`src/decodePkg.sv`:
```
package decodePkg;

	typedef logic [31:0] instrWordT;
	typedef logic [5:0] opcodeT;
	typedef logic [5:0] funcT;
	typedef logic [4:0] regAddrT;

	//////////////////////////////
	// Instruction field codes

	localparam opcodeT
		OP_SPECIAL = 6'b000000, OP_REGIMM = 6'b000001, OP_J = 6'b000010,
		OP_JAL = 6'b000011, OP_BEQ = 6'b000100, OP_BNE = 6'b000101,
		OP_BLEZ = 6'b000110, OP_BGTZ = 6'b000111, OP_ADDI = 6'b001000,
		OP_ADDIU = 6'b001001, OP_SLTI = 6'b001010, OP_SLTIU = 6'b001011,
		OP_ANDI = 6'b001100, OP_ORI = 6'b001101, OP_XORI = 6'b001110,
		OP_LUI = 6'b001111, OP_LB = 6'b100000, OP_LH = 6'b100001,
		OP_LW = 6'b100011, OP_LBU = 6'b100100, OP_LHU = 6'b100101,
		OP_SB = 6'b101000, OP_SH = 6'b101001, OP_SW = 6'b101011;

	localparam funcT
		FUNC_SLL = 6'b000000, FUNC_SRL = 6'b000010, FUNC_SRA = 6'b000011,
		FUNC_SLLV = 6'b000100, FUNC_SRLV = 6'b000110, FUNC_SRAV = 6'b000111,
		FUNC_JR = 6'b001000, FUNC_JALR = 6'b001001, FUNC_ADD = 6'b100000,
		FUNC_ADDU = 6'b100001, FUNC_SUB = 6'b100010, FUNC_SUBU = 6'b100011,
		FUNC_AND = 6'b100100, FUNC_OR = 6'b100101, FUNC_XOR = 6'b100110,
		FUNC_NOR = 6'b100111, FUNC_SLT = 6'b101010, FUNC_SLTU = 6'b101011;

	// REGIMM picks its branch through the rt field
	localparam regAddrT RT_BLTZ = 5'b00000, RT_BGEZ = 5'b00001;

	//////////////////////////////
	// Decoded instruction and control encodings

	typedef enum logic [5:0] {
		INSTR_ILLEGAL,
		INSTR_LB, INSTR_LBU, INSTR_LH, INSTR_LHU, INSTR_LW,
		INSTR_SB, INSTR_SH, INSTR_SW,
		INSTR_ADD, INSTR_ADDU, INSTR_SUB, INSTR_SUBU,
		INSTR_AND, INSTR_OR, INSTR_XOR, INSTR_NOR,
		INSTR_ADDI, INSTR_ADDIU, INSTR_ANDI, INSTR_ORI, INSTR_XORI,
		INSTR_SLL, INSTR_SRL, INSTR_SRA, INSTR_SLLV, INSTR_SRLV, INSTR_SRAV,
		INSTR_SLT, INSTR_SLTU, INSTR_SLTI, INSTR_SLTIU,
		INSTR_LUI,
		INSTR_BEQ, INSTR_BNE, INSTR_BLEZ, INSTR_BGTZ, INSTR_BLTZ, INSTR_BGEZ,
		INSTR_J, INSTR_JAL, INSTR_JALR, INSTR_JR
	} instrT;

	typedef enum logic [4:0] {
		ALU_ADDU = 5'd0, ALU_ADD = 5'd1, ALU_SUBU = 5'd2, ALU_SUB = 5'd3,
		ALU_AND = 5'd4, ALU_OR = 5'd5, ALU_XOR = 5'd6, ALU_NOR = 5'd7,
		ALU_LUI = 5'd8,
		ALU_SLL = 5'd9, ALU_SLLV = 5'd10, ALU_SRL = 5'd11, ALU_SRLV = 5'd12,
		ALU_SRA = 5'd13, ALU_SRAV = 5'd14,
		ALU_SLTU = 5'd15, ALU_SLT = 5'd16
	} aluOpT;

	typedef enum logic [2:0] {
		LOAD_WORD = 3'd0, LOAD_BYTEU = 3'd1, LOAD_BYTES = 3'd2,
		LOAD_HALFU = 3'd3, LOAD_HALFS = 3'd4
	} loadOpT;

	typedef enum logic [1:0] {
		STORE_WORD = 2'd0, STORE_HALF = 2'd1, STORE_BYTE = 2'd2
	} storeOpT;

	typedef enum logic [1:0] {
		BR_SEQ = 2'd0, BR_COND = 2'd1, BR_JUMP = 2'd2, BR_JUMPREG = 2'd3
	} branchT;

	typedef enum logic [2:0] {
		COND_NONE = 3'd0, COND_EQ = 3'd1, COND_NE = 3'd2, COND_GEZ = 3'd3,
		COND_GTZ = 3'd4, COND_LEZ = 3'd5, COND_LTZ = 3'd6
	} condT;

	typedef enum logic [1:0] {
		DST_RD = 2'd0, DST_RT = 2'd1, DST_RA = 2'd2
	} regDstT;

	typedef enum logic [1:0] {
		WB_ALU = 2'd0, WB_MEM = 2'd1, WB_LINK = 2'd2
	} wbSrcT;

endpackage
```
`src/controlUnit.sv`:
```
`timescale 1ns/1ps

module controlUnit (
	input logic clk,
	input logic rstN,
	input decodePkg::instrWordT instr,
	output decodePkg::branchT branch,
	output decodePkg::condT cond,
	output logic extOp,
	output decodePkg::aluOpT aluOp,
	output logic aluSrc,
	output logic memWrite,
	output decodePkg::storeOpT storeOp,
	output decodePkg::loadOpT loadOp,
	output logic regWrite,
	output decodePkg::regDstT regDst,
	output decodePkg::wbSrcT wbSrc
);

	decodePkg::opcodeT op;
	decodePkg::funcT func;
	decodePkg::regAddrT rt;
	decodePkg::instrT instrId;

	decodePkg::branchT branchNext;
	decodePkg::condT condNext;
	logic extOpNext;
	decodePkg::aluOpT aluOpNext;
	logic aluSrcNext;
	logic memWriteNext;
	decodePkg::storeOpT storeOpNext;
	decodePkg::loadOpT loadOpNext;
	logic regWriteNext;
	decodePkg::regDstT regDstNext;
	decodePkg::wbSrcT wbSrcNext;

	assign op = instr[31:26];
	assign rt = instr[20:16];
	assign func = instr[5:0];

	instrDecode u_instrDecode (
		.op(op),
		.func(func),
		.rt(rt),
		.instrId(instrId)
	);

	aluCtrl u_aluCtrl (
		.instrId(instrId),
		.aluOp(aluOpNext),
		.aluSrc(aluSrcNext),
		.extOp(extOpNext)
	);

	memCtrl u_memCtrl (
		.instrId(instrId),
		.memWrite(memWriteNext),
		.storeOp(storeOpNext),
		.loadOp(loadOpNext)
	);

	flowCtrl u_flowCtrl (
		.instrId(instrId),
		.branch(branchNext),
		.cond(condNext)
	);

	wbCtrl u_wbCtrl (
		.instrId(instrId),
		.regWrite(regWriteNext),
		.regDst(regDstNext),
		.wbSrc(wbSrcNext)
	);

	//////////////////////////////
	// Decode-stage output register

	always_ff @(posedge clk)
	begin
		if (!rstN)
		begin
			branch <= decodePkg::BR_SEQ;
			cond <= decodePkg::COND_NONE;
			extOp <= 1'b0;
			aluOp <= decodePkg::ALU_ADDU;
			aluSrc <= 1'b0;
			memWrite <= 1'b0;
			storeOp <= decodePkg::STORE_WORD;
			loadOp <= decodePkg::LOAD_WORD;
			regWrite <= 1'b0;
			regDst <= decodePkg::DST_RD;
			wbSrc <= decodePkg::WB_ALU;
		end
		else
		begin
			branch <= branchNext;
			cond <= condNext;
			extOp <= extOpNext;
			aluOp <= aluOpNext;
			aluSrc <= aluSrcNext;
			memWrite <= memWriteNext;
			storeOp <= storeOpNext;
			loadOp <= loadOpNext;
			regWrite <= regWriteNext;
			regDst <= regDstNext;
			wbSrc <= wbSrcNext;
		end
	end

	// Registered controls from different generators stay consistent
	memRegExclusive: assert property (@(posedge clk) !(memWrite && regWrite));
	storeNeedsWrite: assert property (@(posedge clk)
		(storeOp != decodePkg::STORE_WORD) |-> memWrite);
	condOnlyOnBranch: assert property (@(posedge clk)
		(branch != decodePkg::BR_COND) |-> (cond == decodePkg::COND_NONE));

endmodule

```
`src/wbCtrl.sv`:
```
`timescale 1ns/1ps

module wbCtrl (
	input decodePkg::instrT instrId,
	output logic regWrite,
	output decodePkg::regDstT regDst,
	output decodePkg::wbSrcT wbSrc
);

	always_comb
	begin
		regWrite = 1'b1;
		regDst = decodePkg::DST_RD;
		wbSrc = decodePkg::WB_ALU;
		case (instrId)
			decodePkg::INSTR_ADD, decodePkg::INSTR_ADDU, decodePkg::INSTR_SUB,
			decodePkg::INSTR_SUBU, decodePkg::INSTR_AND, decodePkg::INSTR_OR,
			decodePkg::INSTR_XOR, decodePkg::INSTR_NOR, decodePkg::INSTR_SLL,
			decodePkg::INSTR_SRL, decodePkg::INSTR_SRA, decodePkg::INSTR_SLLV,
			decodePkg::INSTR_SRLV, decodePkg::INSTR_SRAV, decodePkg::INSTR_SLT,
			decodePkg::INSTR_SLTU: regDst = decodePkg::DST_RD;
			decodePkg::INSTR_ADDI, decodePkg::INSTR_ADDIU, decodePkg::INSTR_ANDI,
			decodePkg::INSTR_ORI, decodePkg::INSTR_XORI, decodePkg::INSTR_SLTI,
			decodePkg::INSTR_SLTIU, decodePkg::INSTR_LUI: regDst = decodePkg::DST_RT;
			decodePkg::INSTR_LB, decodePkg::INSTR_LBU, decodePkg::INSTR_LH,
			decodePkg::INSTR_LHU, decodePkg::INSTR_LW:
			begin
				regDst = decodePkg::DST_RT;
				wbSrc = decodePkg::WB_MEM;
			end
			// Return address goes to r31
			decodePkg::INSTR_JAL:
			begin
				regDst = decodePkg::DST_RA;
				wbSrc = decodePkg::WB_LINK;
			end
			decodePkg::INSTR_JALR: wbSrc = decodePkg::WB_LINK;
			default: regWrite = 1'b0;
		endcase
	end

endmodule

```
`src/flowCtrl.sv`:
```
`timescale 1ns/1ps

module flowCtrl (
	input decodePkg::instrT instrId,
	output decodePkg::branchT branch,
	output decodePkg::condT cond
);

	always_comb
	begin
		branch = decodePkg::BR_COND;
		cond = decodePkg::COND_NONE;
		case (instrId)
			decodePkg::INSTR_BEQ: cond = decodePkg::COND_EQ;
			decodePkg::INSTR_BNE: cond = decodePkg::COND_NE;
			decodePkg::INSTR_BLEZ: cond = decodePkg::COND_LEZ;
			decodePkg::INSTR_BGTZ: cond = decodePkg::COND_GTZ;
			decodePkg::INSTR_BLTZ: cond = decodePkg::COND_LTZ;
			decodePkg::INSTR_BGEZ: cond = decodePkg::COND_GEZ;
			// Target from the 26-bit index
			decodePkg::INSTR_J, decodePkg::INSTR_JAL: branch = decodePkg::BR_JUMP;
			// Target from rs
			decodePkg::INSTR_JR, decodePkg::INSTR_JALR: branch = decodePkg::BR_JUMPREG;
			default: branch = decodePkg::BR_SEQ;
		endcase
	end

endmodule

```
`src/memCtrl.sv`:
```
`timescale 1ns/1ps

module memCtrl (
	input decodePkg::instrT instrId,
	output logic memWrite,
	output decodePkg::storeOpT storeOp,
	output decodePkg::loadOpT loadOp
);

	// Store byte-enable mode
	always_comb
	begin
		case (instrId)
			decodePkg::INSTR_SB: storeOp = decodePkg::STORE_BYTE;
			decodePkg::INSTR_SH: storeOp = decodePkg::STORE_HALF;
			default: storeOp = decodePkg::STORE_WORD;
		endcase
	end

	assign memWrite = (instrId == decodePkg::INSTR_SB) || (instrId == decodePkg::INSTR_SH)
		|| (instrId == decodePkg::INSTR_SW);

	// Word extraction for LW and for everything that does not load
	always_comb
	begin
		case (instrId)
			decodePkg::INSTR_LB: loadOp = decodePkg::LOAD_BYTES;
			decodePkg::INSTR_LBU: loadOp = decodePkg::LOAD_BYTEU;
			decodePkg::INSTR_LH: loadOp = decodePkg::LOAD_HALFS;
			decodePkg::INSTR_LHU: loadOp = decodePkg::LOAD_HALFU;
			default: loadOp = decodePkg::LOAD_WORD;
		endcase
	end

endmodule

```
`src/aluCtrl.sv`:
```
`timescale 1ns/1ps

module aluCtrl (
	input decodePkg::instrT instrId,
	output decodePkg::aluOpT aluOp,
	output logic aluSrc,
	output logic extOp
);

	// Address arithmetic for loads and stores is a signed add
	always_comb
	begin
		case (instrId)
			decodePkg::INSTR_LB, decodePkg::INSTR_LBU, decodePkg::INSTR_LH,
			decodePkg::INSTR_LHU, decodePkg::INSTR_LW, decodePkg::INSTR_SB,
			decodePkg::INSTR_SH, decodePkg::INSTR_SW, decodePkg::INSTR_ADD,
			decodePkg::INSTR_ADDI: aluOp = decodePkg::ALU_ADD;
			decodePkg::INSTR_SUB: aluOp = decodePkg::ALU_SUB;
			decodePkg::INSTR_SUBU: aluOp = decodePkg::ALU_SUBU;
			decodePkg::INSTR_AND, decodePkg::INSTR_ANDI: aluOp = decodePkg::ALU_AND;
			decodePkg::INSTR_OR, decodePkg::INSTR_ORI: aluOp = decodePkg::ALU_OR;
			decodePkg::INSTR_XOR, decodePkg::INSTR_XORI: aluOp = decodePkg::ALU_XOR;
			decodePkg::INSTR_NOR: aluOp = decodePkg::ALU_NOR;
			decodePkg::INSTR_LUI: aluOp = decodePkg::ALU_LUI;
			decodePkg::INSTR_SLL: aluOp = decodePkg::ALU_SLL;
			decodePkg::INSTR_SLLV: aluOp = decodePkg::ALU_SLLV;
			decodePkg::INSTR_SRL: aluOp = decodePkg::ALU_SRL;
			decodePkg::INSTR_SRLV: aluOp = decodePkg::ALU_SRLV;
			decodePkg::INSTR_SRA: aluOp = decodePkg::ALU_SRA;
			decodePkg::INSTR_SRAV: aluOp = decodePkg::ALU_SRAV;
			decodePkg::INSTR_SLT, decodePkg::INSTR_SLTI: aluOp = decodePkg::ALU_SLT;
			decodePkg::INSTR_SLTU, decodePkg::INSTR_SLTIU: aluOp = decodePkg::ALU_SLTU;
			// ADDU, ADDIU, branches, jumps and illegal
			default: aluOp = decodePkg::ALU_ADDU;
		endcase
	end

	// Second operand from the immediate
	always_comb
	begin
		case (instrId)
			decodePkg::INSTR_LB, decodePkg::INSTR_LBU, decodePkg::INSTR_LH,
			decodePkg::INSTR_LHU, decodePkg::INSTR_LW, decodePkg::INSTR_SB,
			decodePkg::INSTR_SH, decodePkg::INSTR_SW, decodePkg::INSTR_ADDI,
			decodePkg::INSTR_ADDIU, decodePkg::INSTR_ANDI, decodePkg::INSTR_ORI,
			decodePkg::INSTR_XORI, decodePkg::INSTR_SLTI, decodePkg::INSTR_SLTIU,
			decodePkg::INSTR_LUI: aluSrc = 1'b1;
			default: aluSrc = 1'b0;
		endcase
	end

	// Zero extension only for the logical immediates
	assign extOp = (instrId == decodePkg::INSTR_ANDI) || (instrId == decodePkg::INSTR_ORI)
		|| (instrId == decodePkg::INSTR_XORI);

endmodule

```
`src/instrDecode.sv`:
```
`timescale 1ns/1ps

module instrDecode (
	input decodePkg::opcodeT op,
	input decodePkg::funcT func,
	input decodePkg::regAddrT rt,
	output decodePkg::instrT instrId
);

	decodePkg::instrT specialId;
	decodePkg::instrT regimmId;

	// Mult/div codes of the SPECIAL group land in default
	always_comb
	begin
		case (func)
			decodePkg::FUNC_SLL: specialId = decodePkg::INSTR_SLL;
			decodePkg::FUNC_SRL: specialId = decodePkg::INSTR_SRL;
			decodePkg::FUNC_SRA: specialId = decodePkg::INSTR_SRA;
			decodePkg::FUNC_SLLV: specialId = decodePkg::INSTR_SLLV;
			decodePkg::FUNC_SRLV: specialId = decodePkg::INSTR_SRLV;
			decodePkg::FUNC_SRAV: specialId = decodePkg::INSTR_SRAV;
			decodePkg::FUNC_JR: specialId = decodePkg::INSTR_JR;
			decodePkg::FUNC_JALR: specialId = decodePkg::INSTR_JALR;
			decodePkg::FUNC_ADD: specialId = decodePkg::INSTR_ADD;
			decodePkg::FUNC_ADDU: specialId = decodePkg::INSTR_ADDU;
			decodePkg::FUNC_SUB: specialId = decodePkg::INSTR_SUB;
			decodePkg::FUNC_SUBU: specialId = decodePkg::INSTR_SUBU;
			decodePkg::FUNC_AND: specialId = decodePkg::INSTR_AND;
			decodePkg::FUNC_OR: specialId = decodePkg::INSTR_OR;
			decodePkg::FUNC_XOR: specialId = decodePkg::INSTR_XOR;
			decodePkg::FUNC_NOR: specialId = decodePkg::INSTR_NOR;
			decodePkg::FUNC_SLT: specialId = decodePkg::INSTR_SLT;
			decodePkg::FUNC_SLTU: specialId = decodePkg::INSTR_SLTU;
			default: specialId = decodePkg::INSTR_ILLEGAL;
		endcase
	end

	always_comb
	begin
		case (rt)
			decodePkg::RT_BLTZ: regimmId = decodePkg::INSTR_BLTZ;
			decodePkg::RT_BGEZ: regimmId = decodePkg::INSTR_BGEZ;
			default: regimmId = decodePkg::INSTR_ILLEGAL;
		endcase
	end

	always_comb
	begin
		case (op)
			decodePkg::OP_SPECIAL: instrId = specialId;
			decodePkg::OP_REGIMM: instrId = regimmId;
			decodePkg::OP_J: instrId = decodePkg::INSTR_J;
			decodePkg::OP_JAL: instrId = decodePkg::INSTR_JAL;
			decodePkg::OP_BEQ: instrId = decodePkg::INSTR_BEQ;
			decodePkg::OP_BNE: instrId = decodePkg::INSTR_BNE;
			decodePkg::OP_BLEZ: instrId = decodePkg::INSTR_BLEZ;
			decodePkg::OP_BGTZ: instrId = decodePkg::INSTR_BGTZ;
			decodePkg::OP_ADDI: instrId = decodePkg::INSTR_ADDI;
			decodePkg::OP_ADDIU: instrId = decodePkg::INSTR_ADDIU;
			decodePkg::OP_SLTI: instrId = decodePkg::INSTR_SLTI;
			decodePkg::OP_SLTIU: instrId = decodePkg::INSTR_SLTIU;
			decodePkg::OP_ANDI: instrId = decodePkg::INSTR_ANDI;
			decodePkg::OP_ORI: instrId = decodePkg::INSTR_ORI;
			decodePkg::OP_XORI: instrId = decodePkg::INSTR_XORI;
			decodePkg::OP_LUI: instrId = decodePkg::INSTR_LUI;
			decodePkg::OP_LB: instrId = decodePkg::INSTR_LB;
			decodePkg::OP_LH: instrId = decodePkg::INSTR_LH;
			decodePkg::OP_LW: instrId = decodePkg::INSTR_LW;
			decodePkg::OP_LBU: instrId = decodePkg::INSTR_LBU;
			decodePkg::OP_LHU: instrId = decodePkg::INSTR_LHU;
			decodePkg::OP_SB: instrId = decodePkg::INSTR_SB;
			decodePkg::OP_SH: instrId = decodePkg::INSTR_SH;
			decodePkg::OP_SW: instrId = decodePkg::INSTR_SW;
			default: instrId = decodePkg::INSTR_ILLEGAL;
		endcase
	end

endmodule

```
`config.mk`:
```
export PLATFORM = sky130hd
export DESIGN_NAME = controlUnit
export DESIGN_NICKNAME = d
export VERILOG_FILES = /design/src/decodePkg.sv /design/src/controlUnit.sv /design/src/wbCtrl.sv /design/src/flowCtrl.sv /design/src/memCtrl.sv /design/src/aluCtrl.sv /design/src/instrDecode.sv
export SDC_FILE = /design/constraint.sdc
export NUM_CORES = 1
export LEC_CHECK = 0
export ABC_AREA = 1
export ABC_CLOCK_PERIOD_IN_PS = 4600
export BUFFER_PORTS_ARGS = -buffer_cell sky130_fd_sc_hd__buf_4
export CORE_ASPECT_RATIO = 1.1
export CORE_MARGIN = 2
export CORE_UTILIZATION = 58
export CTS_BUF_LIST = sky130_fd_sc_hd__clkbuf_16
export DETAILED_ROUTE_END_ITERATION = 6
export PLACE_DENSITY_LB_ADDON = 0.1
export SYNTH_ARGS = -nofsm -noshare
export SYNTH_HDL_FRONTEND = slang
export SYNTH_HIERARCHICAL = 1
export SYNTH_SLANG_ARGS = --single-unit
```
`constraint.sdc`:
```
create_clock -name clk -period 4.6 [get_ports clk]
set_clock_uncertainty 0.15 [all_clocks]
set_input_delay 0.46 -clock clk [delete_from_list [all_inputs] [get_ports clk]]
set_output_delay 0.46 -clock clk [all_outputs]
set_load 0.005 [all_outputs]
```
==> results.toml, run 1 <==
[run_status]
outcome = "completed"

[power]
p_int_w = 0.0003920
peakVddDrop_mv = 0.1109
power_per_cell_area_nw_per_um2 = 219.6
clockPowerShare_pct = 31.0
power.net_switching_w = 0.0001760
p_leak_nw = 1.533
pwr-share-seq_pct = 37.3
p_sw_share_pct = 30.99
combPwrFrac_pct = 31.6

[floorplanning]
core-area_um2 = 3626
die_area_um2 = 4251
ios = 57
dieWidth_um = 62.35
die_height_um = 68.19
core.rowCount = 23
initial_utilization_pct = 59.90

[routing]
dr.pass1.iters = 5
met1_length_um = 2069
viasPerCell = 4.981
wl_per_cell_um = 9.781
wl_met3_um = 215
drtIter0Drc = 107
post-route-drc-count = 0
num_vias = 2341
wirelength_um = 4597
final_antenna_net_count = 0
maxUsedRoutingLayer = "met4"
dr_wl_met2_um = 2233

[global_routing]
grt_pass1_wl_um = 7886
antenna_found_initial = 0
grt_max_degree = 25
grtUsageTotal_pct = 22.35
grt_pass1_vias = 1957
gr-total-overflow = 0

[worst_setup_path]
startpoint_type = "primary input"
cp_common_cell = "nand2_1"
cpMaxStageDelayCell = "ha_1"
slowest_delay_ns = 0.28
worstSetupPathType = "in -> reg"
required_ns = 4.60
crit_chain = "buf_4, inv_1, ha_1, nand2_1, nand3_1, nand3_1, nand2_1, nand3_1, buf_4, inv_1, ha_1, nand2_1, inv_1, ha_1, nor2_1, nor2_1, nand2_1, nand2_1, nand2_1, inv_1"
critPathMaxFanout = 17
worst_ep_arrival_time_ns = 2.82
crit_path_end_kind = "register"

[cts]
cts_hold_buf = 0
path_clk_slew_ns = 0.05
cts_max_level = 1
clock_sinks = 23
cts_buffer_depth = 2
cts_tree = "done"
post_cts_resize_count = 0
cts_buffers = 3
cts_setup_buffers = 0
cts-root-buf = "clkbuf_16"

[cells_and_area]
nets = 469
fill_cells = 346
synthToLayoutAreaGrowth_pct = 19.07
drive_above_1_share_pct = 17.14
antenna-diode-count = 0

[synth]
synth-seq-cells = 23
syn_inst = 378
synth_nets = 426
syn_area_per_cell_um2 = 5.746
netlist_area_um2 = 2172
ys_types = 27
synth-warning-count = 6
yosysSeqAreaShare_pct = 21.20

[placed_design]
pre_cts_ws_ns = 1.516
place_congestion = 0.9016
dp_hpwl_um = 3526
portBuffers = 41

[sta]
setup_viol = 0
slew_headroom_pct = 58.52
hold_viol = 0
hold_slack_ns = 0.3906
fmax_mhz = 354.1
grt_setup_unrepaired = "false"
tns_ns = 0
setup_ws_ns = 1.776
finalCriticalPeriod_ns = 2.824
fin_crit_sh_pct = 61.39
slew_viol_final = 0
tightest_slew_ns = 0.6222

[hold_path]
holdCritPathClass = "in -> reg"

[job]
maxCapViolations = 0
layout make-up:
type                       count  area, um^2  share of cell area (%)
sequential                    23       460.4                   17.80
multi-input combinational    278        1388                   53.65
timing repair buffer          44       330.3                   12.77
inverter                      71       266.5                   10.30
clock buffer                   3       75.07                   2.903
tap                           50       62.56                   2.419
clock inverter                 1       3.754                  0.1451
placed cells by master (no fill, tap or decap), types with 2 or more instances in the layout:
cell type / n
a21oi_1: 9
clkbuf_16: 3
nand2_1: 107
buf_4: 44
nand3_1: 54
nor2_2: 10
nor3_1: 2
o31ai_1: 4
o21ai_0: 5
nor2_4: 5
dfxtp_1: 23
nor2_1: 52
nand4_1: 5
inv_1: 65
inv_2: 6
o211ai_1: 3
ha_1: 14
cell usage after synthesis, drive strengths merged:
cell,count,area share [%]
nor3,2,0.46
ha,14,8.1
nor2,67,14
clkinv,1,0.17
nand4,6,2.0
nor4,1,0.29
o22ai,1,0.29
buf,6,2.6
o21bai,1,0.35
nand3,55,13
a21o,1,0.35
nand2,108,19
or2,1,0.29
o31ai,4,1.4
a21oi,9,2.1
dfxtp,23,21
o21ai,5,1.2
o211ai,3,1.0
inv,70,12
layer usage:
| layer | vias to the layer above | GRT usage [%] |
|---|---|---|
| met3 | 9 | 1.809 |
| met4 | 0 | 8.611 |
| li1 | 1253 | - |
| met1 | 1004 | 26.20 |
| met5 | - | 0 |
| met2 | 75 | 43.21 |
power groups by stage:
stage	clock, W	sequential (W)	combinational (W)
2_1_floorplan	0	0.000217	0.000121
5_1_grt	0.000190	0.000213	0.000207
4_1_cts	0.000178	0.000212	0.000179
3_5_place_dp	0	0.000216	0.000179
3_3_place_gp	0	0.000216	0.000175
6_report	0.000176	0.000212	0.000180
critical path: cells and delay by family:
family / cells / cell delay [ns]
fa+ha+maj: 3 / 0.80
buf+inv: 6 / 0.75
simple gates: 11 / 0.82
logic make-up (layout without fill, tap and decap cells):
logic type / count (synthesis) / in the layout / synth area share (%)
compound gates: 24 / 24 / 6.625
fa+ha+maj: 14 / 14 / 8.065
buf+inv: 77 / 119 / 14.92
flops: 23 / 23 / 21.20
simple gates: 240 / 240 / 49.19
per-stage QoR:
step,total power [W],area [um^2],utilization (%),instances
3_3_place_gp,0.0003912,2507,69.15,466
6_report,0.0005680,2586,71.33,470
3_5_place_dp,0.0003948,2507,69.15,466
2_1_floorplan,0.0003387,2172,-,378
4_1_cts,0.0005691,2586,71.33,470
5_1_grt,0.0006094,2586,71.33,470
state kept, by name, indices dropped and copies added (netlist names), 2 cells and up:
name,cells
regDst,2
storeOp,2
cond,3
branch,2
aluOp,5
wbSrc,2
loadOp,3
path summary, 6_finish.rpt:
check | start | cells past startpoint | slack [ns] | endpoint
worst min-delay path | rstN | 3 | 0.39 | branch[1]$_SDFF_PN0_
worst max-delay path | instr[1] | 20 | 1.78 | aluSrc$_SDFF_PN0_
(Power assumes the default switching activity.)
==> run 2, diff against run 1 <==
ABC_AREA = 0   (was 1)
ABC_CLOCK_PERIOD_IN_PS = 2820   (was 4600)
CORE_UTILIZATION = 53   (was 58)
clock period = 2.82 ns   (was 4.6 ns; I/O delays follow)
==> results.toml, run 2 <==
[global_routing]
grt_max_degree = 24
grt_pass1_vias = 1825
antenna_found_initial = 0
gr-total-overflow = 0
grt_pass1_wl_um = 7569
grtUsageTotal_pct = 20.08

[hold_path]
hold_end = "regDst[1]$_SDFF_PN0_"
worstHoldStart = "rstN"
whs_path_depth = 2
holdCritPathClass = "in -> reg"

[cts]
cts_max_level = 1
cts_hold_buf = 0
path_clk_slew_ns = 0.05
clock_sinks = 23
cts_buffers = 3
cts_setup_buffers = 0
cts_tree = "done"
cts-root-buf = "clkbuf_16"
post_cts_resize_count = 0
cts_buffer_depth = 2

[routing]
final_antenna_net_count = 0
drtIter0Drc = 66
num_vias = 2021
dr.pass1.iters = 4
post-route-drc-count = 0
viasPerCell = 5.361
wirelength_um = 4317
wl_per_cell_um = 11.45

[cells_and_area]
fin_area_um2 = 2749
synthToLayoutAreaGrowth_pct = 30.77
fill_cells = 329
top_regs = "aluOp: 5 flops, cond: 3 flops, loadOp: 3 flops"
layout_common_cells = "75 x buf_4, 23 x dfxtp_1, 21 x nor2_1, 16 x and2_2, 16 x nor2b_1"
regMostFlops = "aluOp"
drive_above_1_share_pct = 33.85
mostFrequentLayoutCell = "buf_4"
largest_reg_flops = 5
nets = 374
antenna-diode-count = 0

[sta]
finalCriticalPeriod_ns = 2.564
tightest_slew_ns = 0.4526
fmax_mhz = 390.1
grt_setup_unrepaired = "false"
fin_crit_sh_pct = 90.91
hold_viol = 0
slew_viol_final = 0
setup_viol = 0
tns_ns = 0
slew_headroom_pct = 69.35

[power]
power_per_cell_area_nw_per_um2 = 340.8
p_leak_nw = 1.232
peakVddDrop_mv = 0.1744
power.total_w = 0.0009368

[synth]
yosysSeqAreaShare_pct = 21.90
synthTopCellsByCount = "23 x dfxtp_1, 21 x nor2_1, 17 x and2_2"
synth_top_cell_area_share_pct = 21.90
netlist_area_um2 = 2102
syn_inst = 260
syn_area_per_cell_um2 = 8.085
ys_async_sr_fraction_pct = 0
yosysMostFrequentCell = "dfxtp_1"
yosys.area.top_type = "dfxtp_1"
synth-warning-count = 6
synth_edf_count = 0
ys_types = 71
synth_nets = 308
ys_top_cells_by_area = "dfxtp_1 22%, ha_1 8.3%, and2_2 6.1%"
yosys_most_used_dff = "dfxtp_1"
synth-seq-cells = 23

[floorplanning]
ios = 57
initial_utilization_pct = 54.26
die_height_um = 70.05
core-area_um2 = 3874
dieWidth_um = 64.05
die_area_um2 = 4486
core.rowCount = 24

[worst_setup_path]
startpoint_type = "primary input"
worst_ep_arrival_time_ns = 2.61
crit_path_end_kind = "register"
critPathMaxFanout = 12
required_ns = 2.87
worstSetupPathType = "in -> reg"

[job]
maxCapViolations = 0

[placed_design]
portBuffers = 41
dp_hpwl_um = 3345
place_congestion = 0.8821
placed_cell_area_um2 = 2670

[run_status]
outcome = "completed"
## run 2: cell count changes after synthesis, sizes merged, moves of 6 or more
| cell | change |
|---|---|
| nand2 | -95 |
| inv | -58 |
| nand3 | -47 |
| nor2 | -45 |
| and2 | +25 |
| nor2b | +16 |
| nor3 | +11 |
| buf | +6 |
| nand4 | -6 |
## run 2: power by group
part	switching [W]	internal [W]	total, W
clock	0.0000955	0.000188	0.000284
combinational	0.000152	0.000159	0.000311
sequential	0.00000307	0.000339	0.000342
total	0.000251	0.000686	0.000937
## run 2: worst max-delay path by stage
| stage | start | end | slack (ns) | cells after the start |
|---|---|---|---|---|
| after floorplan | instr[31] | aluSrc$_SDFF_PN0_ | -0.04 | 10 |
| after global placement | instr[1] | branch[0]$_SDFF_PN0_ | -0.02 | 13 |
| after detailed placement | instr[1] | regDst[0]$_SDFF_PN0_ | -0.003 | 12 |
| after CTS | instr[1] | regDst[0]$_SDFF_PN0_ | 0.26 | 12 |
| after global routing | instr[1] | memWrite$_SDFF_PN0_ | 0.14 | 11 |
| final | instr[1] | regDst[0]$_SDFF_PN0_ | 0.26 | 12 |
## run 2: critical path: stages
cell and delay, ns:
buf_4 0.13, inv_1 0.12, ha_1 0.26, nand2_1 0.06, nor2_1 0.04, o31a_1 0.23
a2111o_2 0.41, buf_4 0.17, buf_4 0.17, or4_1 0.51, nand3_1 0.10, and2_2 0.13
## run 2: metal layers
layer  GRT usage [%]  vias up  routed length (um)
li1                -     1061                   -
met1           23.32      907                1966
met2           38.31       49                2158
met3           1.449        4                 153
met4           6.039        0                  40
met5               0        -                   0
## run 2: cells by family (layout without fill, tap and decap cells)
logic type / Yosys count / count (layout) / share of synthesized area (%)
compound gates: 56 / 56 / 19.82
flops: 23 / 23 / 21.90
fa+ha+maj: 16 / 16 / 9.286
simple gates: 129 / 129 / 37.32
buf+inv: 27 / 92 / 7.499
xor+xnor: 4 / 4 / 1.667
mux: 5 / 5 / 2.500
## run 2: layout make-up
class | instances | area, um^2 | share of cell area, %
clock inverters | 1 | 3.754 | 0.1365
flip-flops and latches | 23 | 460.4 | 16.75
clock buffers | 3 | 75.07 | 2.731
repair buffers | 76 | 583.1 | 21.21
inverters | 12 | 45.04 | 1.639
well taps | 52 | 65.06 | 2.367
multi-input cells | 210 | 1516 | 55.17
## run 2: through the flow
| stage | util [%] | hold slack (ns) | instances | setup WS (ns) |
|---|---|---|---|---|
| after floorplan | - | 0.2682 | 260 | -0.03789 |
| after global placement | 68.93 | 0.4780 | 373 | -0.01554 |
| after detailed placement | 68.93 | 0.4847 | 373 | -0.003330 |
| after CTS | 70.96 | 0.2263 | 377 | 0.2584 |
| after global routing | 70.96 | 0.2567 | 377 | 0.1413 |
| final | 70.96 | 0.2222 | 377 | 0.2564 |
==> run 3, diff against run 2 <==
ABC_AREA = 1   (was 0)
CORE_UTILIZATION = 54   (was 53)
==> results.toml, run 3 (synthesized netlist as in run 1, its figures left out) <==
[run_status]
outcome = "completed"

[routing]
num_vias = 2304
dr_wl_met2_um = 2302
wl_met3_um = 169
post-route-drc-count = 0
wirelength_um = 4579
drtIter0Drc = 111
maxUsedRoutingLayer = "met4"
met1_length_um = 2057
viasPerCell = 4.861
wl_per_cell_um = 9.660
dr.pass1.iters = 4
final_antenna_net_count = 0

[cts]
cts_max_level = 1
cts_buffer_depth = 2
clock_sinks = 23
post_cts_resize_count = 0
path_clk_slew_ns = 0.05
cts_hold_buf = 0
cts_buffers = 3
cts_tree = "done"
cts_setup_buffers = 0
cts-root-buf = "clkbuf_16"

[floorplanning]
die_area_um2 = 4546
core.rowCount = 24
die_height_um = 70.52
core-area_um2 = 3904
initial_utilization_pct = 55.64
ios = 57
dieWidth_um = 64.47

[cells_and_area]
top_regs = "aluOp: 5 flops, cond: 3 flops, loadOp: 3 flops"
largest_reg_flops = 5
mostFrequentLayoutCell = "nand2_1"
drive_above_1_share_pct = 17.54
synthToLayoutAreaGrowth_pct = 19.87
layout_common_cells = "107 x nand2_1, 65 x inv_1, 54 x nand3_1, 52 x nor2_1, 46 x buf_4"
regMostFlops = "aluOp"
final_cells = 474
antenna-diode-count = 0
nets = 471

[worst_setup_path]
worst_ep_arrival_time_ns = 2.30
worstSetupPathType = "in -> reg"
crit_path_end_kind = "register"
required_ns = 2.82
startpoint_type = "primary input"
critPathMaxFanout = 6

[global_routing]
grt_pass1_wl_um = 7721
antenna_found_initial = 0
grt_pass1_vias = 1928
gr-total-overflow = 0
grt_max_degree = 24
grtUsageTotal_pct = 20.26

[sta]
setup_viol = 0
slew_viol_final = 0
finalCriticalPeriod_ns = 2.302
tightest_slew_ns = 0.4943
slew_headroom_pct = 66.97
hold_viol = 0
fin_crit_sh_pct = 81.62
grt_setup_unrepaired = "false"
fmax_mhz = 434.5
tns_ns = 0

[power]
power_per_cell_area_nw_per_um2 = 354.3
peakVddDrop_mv = 0.1447
p_leak_nw = 1.543

[placed_design]
place_inst = 470
place_congestion = 0.8896
portBuffers = 41
dp_hpwl_um = 3464

[hold_path]
holdCritPathClass = "in -> reg"

[job]
maxCapViolations = 0
-- run 3: changes by cell type in the layout (fill, tap and decap cells not counted), moves of 8 or more --
cell,previous run,this run
nor3_1,12,2
buf_4,75,46
nand2_1,12,107
and2_2,16,0
nor2b_1,16,0
and2_1,8,0
nand3_1,8,54
nor2_2,1,10
inv_1,11,65
nor2_1,21,52
-- run 3: area by class of cell --
class	count	area, um^2
fillers	390	1300
repair buffers	46	345.3
inverters	71	266.5
multi-input cells	278	1388
flip-flops and latches	23	460.4
clock buffers	3	75.07
well taps	52	65.06
clock inverters	1	3.754
-- run 3: critical path: stages --
cell and delay, ns:
buf_4 0.13, inv_1 0.16, ha_1 0.28, nand2_1 0.06
nand3_1 0.08, nand3_1 0.09, nand2_1 0.05, nand3_1 0.10
inv_1 0.06, ha_1 0.22, nand2_1 0.12, inv_1 0.05
ha_1 0.27, nor2_1 0.09, nor2_1 0.05, nand2_1 0.07
nand2_1 0.04, nand2_1 0.06, inv_1 0.03
-- run 3: layer usage --
| metal | up-vias | global-route usage [%] |
|---|---|---|
| met5 | - | 0 |
| met4 | 0 | 7.092 |
| met3 | 4 | 1.127 |
| met2 | 64 | 37.96 |
| met1 | 978 | 24.16 |
| li1 | 1258 | - |
-- run 3: where the power goes --
part	switching (W)	leakage (nW)	internal, W	total (W)
clock	0.0000936	0.0423	0.000188	0.000282
combinational	0.000183	1.31	0.000111	0.000295
sequential	0.00000417	0.187	0.000342	0.000346
total	0.000281	1.54	0.000641	0.000922
-- run 3: per-stage QoR --
stage | power, W | util [%] | instance area (um^2) | setup slack, ns | hold slack (ns)
after floorplan | 0.0005524 | - | 2172 | 0.1293 | 0.2255
after global placement | 0.0006415 | 64.68 | 2525 | 0.2854 | 0.4719
after detailed placement | 0.0006455 | 64.68 | 2525 | 0.2644 | 0.4745
after CTS | 0.0009285 | 66.70 | 2604 | 0.5133 | 0.2140
after global routing | 0.0009840 | 66.70 | 2604 | 0.3332 | 0.2333
final | 0.0009224 | 66.70 | 2604 | 0.5183 | 0.2166
-- run 3: worst paths after layout --
check | cells past startpoint | to | from
max | 19 | aluSrc$_SDFF_PN0_ | instr[1]
min | 3 | regDst[1]$_SDFF_PN0_ | rstN
